**src/zx_glue_params.svh**
```systemverilog
`ifndef ZX_GLUE_PARAMS_SVH
`define ZX_GLUE_PARAMS_SVH

// low address byte of the ULA port (beeper, tape out, border)
`define ZX_PORT_ULA 8'hFE

// low address byte of the TurboSound port, needs A15 too
`define ZX_PORT_AY 8'hFD

// low address byte of the SAA1099 port
`define ZX_PORT_SAA 8'hFF

// YM divider width, one enable every 16 clocks at 28 MHz
`define ZX_YM_DIV_BITS 4

// what the CPU reads when nobody drives the bus
`define ZX_BUS_IDLE 8'hFF

// number of read sources in the CPU data mux
`define ZX_RD_SOURCES 8

`endif
```
**src/zx_glue_pkg.sv**
```systemverilog
package zx_glue_pkg;

  // Z80 bus as seen by the glue, strobes active low
  typedef struct packed {
    logic [15:0] addr;
    logic [7:0]  dout;
    logic        iorq_n;
    logic        mreq_n;
    logic        rd_n;
    logic        wr_n;
    logic        m1_n;
  } z80_bus_t;

  // one qualified read source
  typedef struct packed {
    logic       en;
    logic [7:0] data;
  } rd_source_t;

  // latched fields of port #FE, same bit layout as the port
  typedef struct packed {
    logic       speaker;
    logic       tape_out;
    logic [2:0] border;
  } ula_out_t;

  // sound chip strobes, all active high
  typedef struct packed {
    logic ay_bdir;
    logic ay_bc1;
    logic saa_wr;
    logic ts_rd_en;
  } sound_strobes_t;

endpackage

```
**src/zx_io_glue.sv**
```systemverilog
`include "zx_glue_params.svh"

module zx_io_glue (
  input  logic                        clk_28mhz,
  input  logic                        rst,
  input  zx_glue_pkg::z80_bus_t       bus,
  input  logic                        csrom,
  input  logic [7:0]                  rom_data,
  input  zx_glue_pkg::rd_source_t     ram_rd,
  input  zx_glue_pkg::rd_source_t     zifi_rd,
  input  zx_glue_pkg::rd_source_t     gs_rd,
  input  zx_glue_pkg::rd_source_t     fdc_rd,
  input  zx_glue_pkg::rd_source_t     ports_rd,
  input  logic                        intack,
  input  logic [7:0]                  im2vect,
  input  logic                        ts_sel,
  input  logic [7:0]                  ts_do0,
  input  logic [7:0]                  ts_do1,
  input  logic                        ftint,
  input  logic                        vdac2_sel,
  input  logic                        line_start,
  output logic [7:0]                  cpu_din,
  output zx_glue_pkg::sound_strobes_t strobes,
  output zx_glue_pkg::ula_out_t       ula,
  output logic                        ce_ym,
  output logic                        ce_14m,
  output logic                        int_start_lin
);

  logic                                         rom_rd_en;
  logic [7:0]                                   ts_data;
  zx_glue_pkg::rd_source_t [`ZX_RD_SOURCES-1:0] rd_sources;

  io_port_decoder u_io_port_decoder (
    .clk_28mhz (clk_28mhz),
    .rst       (rst),
    .bus       (bus),
    .csrom     (csrom),
    .ts_sel    (ts_sel),
    .ts_do0    (ts_do0),
    .ts_do1    (ts_do1),
    .rom_rd_en (rom_rd_en),
    .ts_data   (ts_data),
    .strobes   (strobes),
    .ula       (ula)
  );

  // read priority, rom first, interrupt vector last
  assign rd_sources[0] = zx_glue_pkg::rd_source_t'{en: rom_rd_en, data: rom_data};
  assign rd_sources[1] = ram_rd;
  assign rd_sources[2] = zx_glue_pkg::rd_source_t'{en: strobes.ts_rd_en, data: ts_data};
  assign rd_sources[3] = zifi_rd;
  assign rd_sources[4] = gs_rd;
  assign rd_sources[5] = fdc_rd;
  assign rd_sources[6] = ports_rd;
  assign rd_sources[7] = zx_glue_pkg::rd_source_t'{en: intack, data: im2vect};

  bus_read_mux u_bus_read_mux (
    .sources (rd_sources),
    .cpu_din (cpu_din)
  );

  audio_clock_enables u_audio_clock_enables (
    .clk_28mhz (clk_28mhz),
    .rst       (rst),
    .ce_ym     (ce_ym),
    .ce_14m    (ce_14m)
  );

  line_int_select u_line_int_select (
    .clk_28mhz     (clk_28mhz),
    .rst           (rst),
    .ftint         (ftint),
    .vdac2_sel     (vdac2_sel),
    .line_start    (line_start),
    .int_start_lin (int_start_lin)
  );

endmodule

```
**src/line_int_select.sv**
```systemverilog
module line_int_select (
  input  logic clk_28mhz,
  input  logic rst,
  input  logic ftint,
  input  logic vdac2_sel,
  input  logic line_start,
  output logic int_start_lin
);

  logic [1:0] ftint_sync;
  logic       ft_fall;
  logic       ft_pulse;

  // FT812 interrupt is asynchronous to the bus clock
  always_ff @(posedge clk_28mhz) begin
    if (rst) begin
      ftint_sync <= 2'b00;
    end else begin
      ftint_sync <= {ftint_sync[0], ftint};
    end
  end

  // older sample high, newer low
  assign ft_fall = ftint_sync[1] && !ftint_sync[0];

  always_ff @(posedge clk_28mhz) begin
    if (rst) begin
      ft_pulse <= 1'b0;
    end else begin
      ft_pulse <= ft_fall;
    end
  end

  // second video DAC takes over the line interrupt
  assign int_start_lin = vdac2_sel ? ft_pulse : line_start;

  // one interrupt request per falling edge
  property p_pulse_single;
    @(posedge clk_28mhz) disable iff (rst)
      ft_pulse |=> !ft_pulse;
  endproperty

  a_pulse_single: assert property (p_pulse_single)
    else $error("FT812 edge pulse longer than one cycle");

endmodule

```
**src/audio_clock_enables.sv**
```systemverilog
`include "zx_glue_params.svh"

module audio_clock_enables (
  input  logic clk_28mhz,
  input  logic rst,
  output logic ce_ym,
  output logic ce_14m
);

  logic [`ZX_YM_DIV_BITS-1:0] div;

  // free running divider, phase fixed by reset
  always_ff @(posedge clk_28mhz) begin
    if (rst) begin
      div <= '0;
    end else begin
      div <= div + 1'b1;
    end
  end

  // 1.75 MHz strobe for the YM chips
  // 14 MHz enable is the divider lsb, one cycle late, so it starts low
  always_ff @(posedge clk_28mhz) begin
    if (rst) begin
      ce_ym  <= 1'b0;
      ce_14m <= 1'b0;
    end else begin
      ce_ym  <= (div == '0);
      ce_14m <= div[0];
    end
  end

  // ym enable is a single-cycle strobe
  property p_ym_single;
    @(posedge clk_28mhz) disable iff (rst)
      ce_ym |=> !ce_ym;
  endproperty

  a_ym_single: assert property (p_ym_single)
    else $error("ce_ym high two cycles running");

endmodule

```
**src/bus_read_mux.sv**
```systemverilog
`include "zx_glue_params.svh"

module bus_read_mux (
  input  zx_glue_pkg::rd_source_t [`ZX_RD_SOURCES-1:0] sources,
  output logic [7:0]                                   cpu_din
);

  logic [7:0] sel_data;

  // index 0 wins, so walk from the bottom of the priority list upward
  // and let each enabled source overwrite the previous pick
  always_comb begin
    // idle bus reads as pulled up
    sel_data = `ZX_BUS_IDLE;
    for (int i = `ZX_RD_SOURCES - 1; i >= 0; i--) begin
      if (sources[i].en) begin
        sel_data = sources[i].data;
      end
    end
  end

  assign cpu_din = sel_data;

endmodule

```
**src/io_port_decoder.sv**
```systemverilog
`include "zx_glue_params.svh"

module io_port_decoder (
  input  logic                        clk_28mhz,
  input  logic                        rst,
  input  zx_glue_pkg::z80_bus_t       bus,
  input  logic                        csrom,
  input  logic                        ts_sel,
  input  logic [7:0]                  ts_do0,
  input  logic [7:0]                  ts_do1,
  output logic                        rom_rd_en,
  output logic [7:0]                  ts_data,
  output zx_glue_pkg::sound_strobes_t strobes,
  output zx_glue_pkg::ula_out_t       ula
);

  logic [7:0] addr_lo;
  logic       io_wr;
  logic       io_rd;
  logic       ay_hit;
  logic       fe_wr;

  assign addr_lo = bus.addr[7:0];

  // plain io cycles, no M1 qualification here
  assign io_wr = !bus.iorq_n && !bus.wr_n;
  assign io_rd = !bus.iorq_n && !bus.rd_n;

  // rom only answers memory reads
  assign rom_rd_en = csrom && !bus.mreq_n && !bus.rd_n;

  // #FFFD and #BFFD, A15 set, A14 picks address or data
  assign ay_hit = (addr_lo == `ZX_PORT_AY) && bus.addr[15];

  always_comb begin
    strobes = '0;
    // m1_n keeps the interrupt acknowledge cycle away from the chip
    strobes.ay_bc1   = ay_hit && bus.m1_n && !bus.iorq_n && bus.addr[14];
    strobes.ay_bdir  = ay_hit && bus.m1_n && io_wr;
    strobes.ts_rd_en = ay_hit && io_rd;
    strobes.saa_wr   = io_wr && (addr_lo == `ZX_PORT_SAA);
  end

  // the TurboSound core reports which of its two chips is selected
  assign ts_data = ts_sel ? ts_do1 : ts_do0;

  assign fe_wr = io_wr && (addr_lo == `ZX_PORT_ULA);

  // port #FE latch, only bits 4:0 are kept
  always_ff @(posedge clk_28mhz) begin
    if (rst) begin
      ula <= '0;
    end else if (fe_wr) begin
      ula <= zx_glue_pkg::ula_out_t'(bus.dout[4:0]);
    end
  end

  // an AY write must always come from an io cycle
  property p_bdir_in_io;
    @(posedge clk_28mhz) disable iff (rst)
      strobes.ay_bdir |-> !bus.iorq_n;
  endproperty

  a_bdir_in_io: assert property (p_bdir_in_io)
    else $error("ay_bdir outside an io cycle");

  // ULA and SAA ports must never decode on the same cycle
  property p_fe_saa_excl;
    @(posedge clk_28mhz) disable iff (rst)
      !(fe_wr && strobes.saa_wr);
  endproperty

  a_fe_saa_excl: assert property (p_fe_saa_excl)
    else $error("#FE write and saa_wr overlap");

endmodule

```
**config.mk**
```make
export PLATFORM = sky130hd
export DESIGN_NAME = zx_io_glue
export DESIGN_NICKNAME = d
export VERILOG_FILES = /design/src/zx_glue_pkg.sv /design/src/zx_io_glue.sv /design/src/line_int_select.sv /design/src/audio_clock_enables.sv /design/src/bus_read_mux.sv /design/src/io_port_decoder.sv
export VERILOG_INCLUDE_DIRS = /design/src
export SDC_FILE = /design/constraint.sdc
export NUM_CORES = 1
export LEC_CHECK = 0
export ABC_AREA = 1
export BUFFER_PORTS_ARGS = -buffer_cell sky130_fd_sc_hd__buf_2
export CORE_UTILIZATION = 30
export CTS_CLUSTER_SIZE = 14
export DETAILED_ROUTE_END_ITERATION = 10
export PLACE_DENSITY = 0.71
export SLEW_MARGIN = 10
export SYNTH_ARGS = -nofsm -noshare
export SYNTH_HDL_FRONTEND = slang
export SYNTH_SLANG_ARGS = --single-unit
export TNS_END_PERCENT = 100
```
**constraint.sdc**
```tcl
create_clock -name clk_28mhz -period 2.7 [get_ports clk_28mhz]
set_input_delay 0.27 -clock clk_28mhz [delete_from_list [all_inputs] [get_ports clk_28mhz]]
set_output_delay 0.27 -clock clk_28mhz [all_outputs]
set_load 0.01 [all_outputs]
```
* Word-level counts from Yosys, hierarchy flattened
Index checks and enable logic that the tools add are counted.
Operators by class: reductions and logical operators 19, equal/unequal tests 3, mux-type cells 10, $add $sub $neg 1
Operators by type and width (number):
- $mux W8 | 9
- $eq A8 B8 Y1 const B | 3
- $logic_and A1 B1 Y1 | 13
- $logic_not A1 Y1 | 5
- $add A4 B1 Y4 const B | 1
- $logic_not A4 Y1 | 1
- $mux W1 | 1
Storage, ports and cells: flip-flop bits (word level) 14, logic and storage cells 41, output and inout port bits 20, bits of input ports 114

* Depth between registers and ports, before layout
word-level depth 8, gate-level depth with buffers 9, mapped depth without buffers 9

* By module
A second synthesis with hierarchy kept.
Unflattened totals: cell total of the unflattened synthesis 274, area, all modules 1562.7 µm²
Modules (own cells, without submodules):
- bus_read_mux | seq. area each 0.0 µm², times used 1, area an instance 752.0 µm², cells each 170
- io_port_decoder | seq. area each 100.1 µm², times used 1, area an instance 488.0 µm², cells each 66
- audio_clock_enables | seq. area each 120.1 µm², times used 1, area an instance 220.2 µm², cells each 25
- line_int_select | seq. area each 60.1 µm², times used 1, area an instance 102.6 µm², cells each 13

* Least setup slack after synthesis
Ideal clock, no wire load.
kind input-to-output, from input zifi_rd[8] (netlist bit), to output cpu_din[0], data required time 2.430 ns, stages 6, arrival time 1.135 ns, buffers on the path 2, setup slack 1.295 ns, cells stage by stage clkbuf_1 -> clkbuf_1 -> nand2_1 -> nand3_2 -> nand2_1 -> a21oi_2
On the way: cells in the longest elaborated chain, start to end 4
RTL lines:
- start: declaration | RTL line zx_io_glue.sv:10 | input zx_glue_pkg::rd_source_t zifi_rd,
- $mux W8 (4 in a row) | RTL line bus_read_mux.sv:16 | if (sources[i].en) begin
- end: declaration | RTL line zx_io_glue.sv:22 | output logic [7:0] cpu_din,
Every way passes these cells.

* Worst setup path after layout
from input bus[2] (netlist bit), to output cpu_din[3]
On the way: cells in the longest elaborated chain, start to end 6, elaborated cells between the ends (all ways) 7, those cells by class mux: 3; reduce/logical: 4
RTL lines:
- start: declaration | RTL line zx_io_glue.sv:6 | input zx_glue_pkg::z80_bus_t bus,
- $logic_not A1 Y1 (*) | RTL line io_port_decoder.sv:27, io_port_decoder.sv:30
- $logic_and A1 B1 Y1 | RTL line io_port_decoder.sv:27 | assign io_rd = !bus.iorq_n && !bus.rd_n;
- $logic_and A1 B1 Y1 | RTL line io_port_decoder.sv:40 | strobes.ts_rd_en = ay_hit && io_rd;
- $mux W8 (2 in a row) | RTL line bus_read_mux.sv:16
- $mux W8 (*) | RTL line bus_read_mux.sv:16
Every way passes the cells marked *; elsewhere a longest branch is shown, timed or not.

==> flow_metrics.env <==
export IMPL_grt_usage=0.1617
export IMPL_rrSetupSlack_ns=1.72
export IMPL_p_sw_mw=0.1964
export IMPL_die_area_sq_um=5347
export IMPL_p_int_mw=0.4280
export IMPL_dp_hpwl_microns=3668
export IMPL_place_congestion=0.8074
export IMPL_wirelength_microns=4372
export IMPL_p_leak_nw=1.369
export IMPL_grt_max_degree=18
export IMPL_antenna_left=0
export IMPL_setup_violations=0
export IMPL_pin_count=134
export IMPL_globalRoute_totalOverflow=0
export IMPL_drc=0
export IMPL_endpoint_kind="output port"
export IMPL_ys_seq_elements=14
export IMPL_grt_pass1_vias=1672
export IMPL_fin_crit_ns=1.761
export IMPL_dr_pass1_iters=4
export IMPL_setup_ws_ns=0.9390
export IMPL_crit_chain="buf_2 > inv_1 > nand3b_1 > nand2_1 > inv_1 > a21oi_2 > buf_2"
export IMPL_powerDensity_nw_per_um2=283.9
export IMPL_synthCells=275
export IMPL_final_common_cell="buf_2"
export IMPL_yosysSeqAreaShare=0.1847
export IMPL_hold_end="u_line_int_select.ftint_sync[0]$_SDFF_PP0_"
export IMPL_cts_tree="built"
export IMPL_die_y_microns=73.13
export IMPL_nets=507
export IMPL_worstRegToRegCells=4
export IMPL_status="finished, final reports clean"
export IMPL_cpPeakStageDelay_ns=0.47
export IMPL_worst_path_max_fanout=16
export IMPL_relSlewSlack=0.5686
export IMPL_grt_pass1_wl_microns=6844
export IMPL_p_seq_frac=0.351
export IMPL_cts_resized=0
export IMPL_antenna_found_initial=0
export IMPL_cpMaxStageDelayCell="nand3b_1"
export IMPL_hold_viol=0
export IMPL_coreArea_sq_um=4786
export IMPL_layout_common_cells="buf_2, nand2_1, inv_1"
export IMPL_numCtsBuffers=3
export IMPL_reg2reg_from="u_audio_clock_enables.div[0]$_SDFF_PP0_"
export IMPL_max_cap_violations=0
export IMPL_rows=25
export IMPL_p_comb_frac=0.386
export IMPL_clk_pin_slew_ns=0.05
export IMPL_start_util=0.3171
export IMPL_first_iter_violations=48
export IMPL_syn_area_sq_um=1518
export IMPL_area_growth_pct=44.93
export IMPL_crit_required_ns=2.43
export IMPL_cts_sinks=14
export IMPL_postCtsSetupBuffers=0
export IMPL_fin_crit_sh=0.6522
export IMPL_max_freq_mhz=567.8
export IMPL_skew_ns=0.0004919
export IMPL_n_antenna_cell=0
export IMPL_clkPwrFrac=0.263
export IMPL_yosys_warnings=0
export IMPL_avgSynthCellArea_sq_um=5.519
export IMPL_num_vias=1951
export IMPL_swShare=0.3145
export IMPL_hp_class="input port to register"
export IMPL_ir_worst_vdd_uv=196.5
export IMPL_tightest_slew_ns=0.6451
export IMPL_reg2reg_to="u_audio_clock_enables.ce_ym$_SDFF_PP0_"
export IMPL_vias_per_cell=4.279
export IMPL_layout_drive_gt1_share=0.3959
export IMPL_hold_start="ftint"
export IMPL_syn_nets=391
export IMPL_tns_ns=0
export IMPL_path_class="input port to output port"
export IMPL_die_w_microns=73.13
export IMPL_holdPathStages=3
export IMPL_cts_max_level=1
export IMPL_critPathLaunchType="input port"
export IMPL_total_power_mw=0.6244
export IMPL_clock_latency_ns=0.24
export IMPL_cp_data_arrival_time_ns=1.49
export IMPL_ctsHoldBuffers=0
export IMPL_yosys_cell_types_count=27
export IMPL_cts_buffer_depth=2
export IMPL_dp_slack_ns=0.9031
export IMPL_root_buffer="clkbuf_8"
export IMPL_rsz0062_at_grt="no"
export IMPL_wire_per_inst_microns=9.588
export IMPL_port_buffers=124
export IMPL_slew_violations=0
[cell usage after synthesis (all sizes together)]
cell type,count,area share
a21oi,33,0.13
buf,6,0.024
clkbuf,7,0.018
dfxtp,14,0.18
ha,2,0.016
inv,52,0.13
mux2,1,0.0074
nand2,79,0.20
nand3,10,0.059
nand3b,1,0.0049
nand4,3,0.022
nor2,48,0.13
nor3,6,0.020
nor4,3,0.022
o21ai,8,0.026
or2,1,0.0041
xnor2,1,0.0058
[power by group through the flow]
stage	clock network, mW	logic, mW	registers (mW)
floorplan	0	0.132	0.224
global placement	0	0.239	0.223
detailed placement	0	0.243	0.224
CTS	0.165	0.244	0.219
global route	0.176	0.274	0.220
finish	0.164	0.241	0.219
[critical path, delay by kind of cell]
| family | cells | cell delay [ns] |
|---|---|---|
| compound gates | 1 | 0.13 |
| buf+inv | 4 | 0.41 |
| simple gates | 2 | 0.67 |
[area by class of cell]
class,count,area (sq um)
clock buffers,3,41.29
fillers,522,2586
inverters,52,195.2
multi-input cells,196,978.4
flip-flops and latches,14,280.3
well taps,67,83.83
repair buffers,124,620.6
[kinds of logic after synthesis]
family | synth area share
buf+inv | 0.1706
xor+xnor | 0.005772
mux | 0.007419
compound gates | 0.1550
flops | 0.1847
fa+ha+maj | 0.01649
simple gates | 0.4600
[state kept, by name (all words and copies together), names as in the netlist]
register                      count
u_io_port_decoder.ula             5
u_audio_clock_enables.ce_ym       1
u_line_int_select.ftint_sync      2
u_audio_clock_enables.div         4
u_line_int_select.ft_pulse        1
u_audio_clock_enables.ce_14m      1
[per-stage QoR]
stage | hold WS, ns | std cells | area, sq um | utilization
after global routing | 0.2360 | 456 | 2200 | 0.4596
after floorplan | 0.3493 | 275 | 1518 | -
final | 0.2325 | 456 | 2200 | 0.4596
after CTS | 0.2344 | 456 | 2200 | 0.4596
after global placement | 0.4104 | 453 | 2158 | 0.4510
after detailed placement | 0.4117 | 453 | 2158 | 0.4510
[worst max path at each step]
stage	slack, ns	start	end
5_1_grt	0.77	bus[2]	cpu_din[0]
2_1_floorplan	1.30	zifi_rd[8]	cpu_din[0]
3_5_place_dp	0.90	bus[2]	cpu_din[3]
3_3_place_gp	0.93	bus[2]	cpu_din[4]
4_1_cts	0.90	bus[2]	cpu_din[3]
6_report	0.94	bus[2]	cpu_din[3]
[routing by layer]
layer	track usage	part of all wire	up-vias	wire (microns)
met5	0	0	-	0
met4	0.01961	0.0018	0	8
met1	0.1980	0.46	809	2029
met3	0.02762	0.071	2	311
met2	0.3004	0.46	78	2023
li1	-	-	1062	-
No activity file was read; power rests on OpenSTA's default activity.
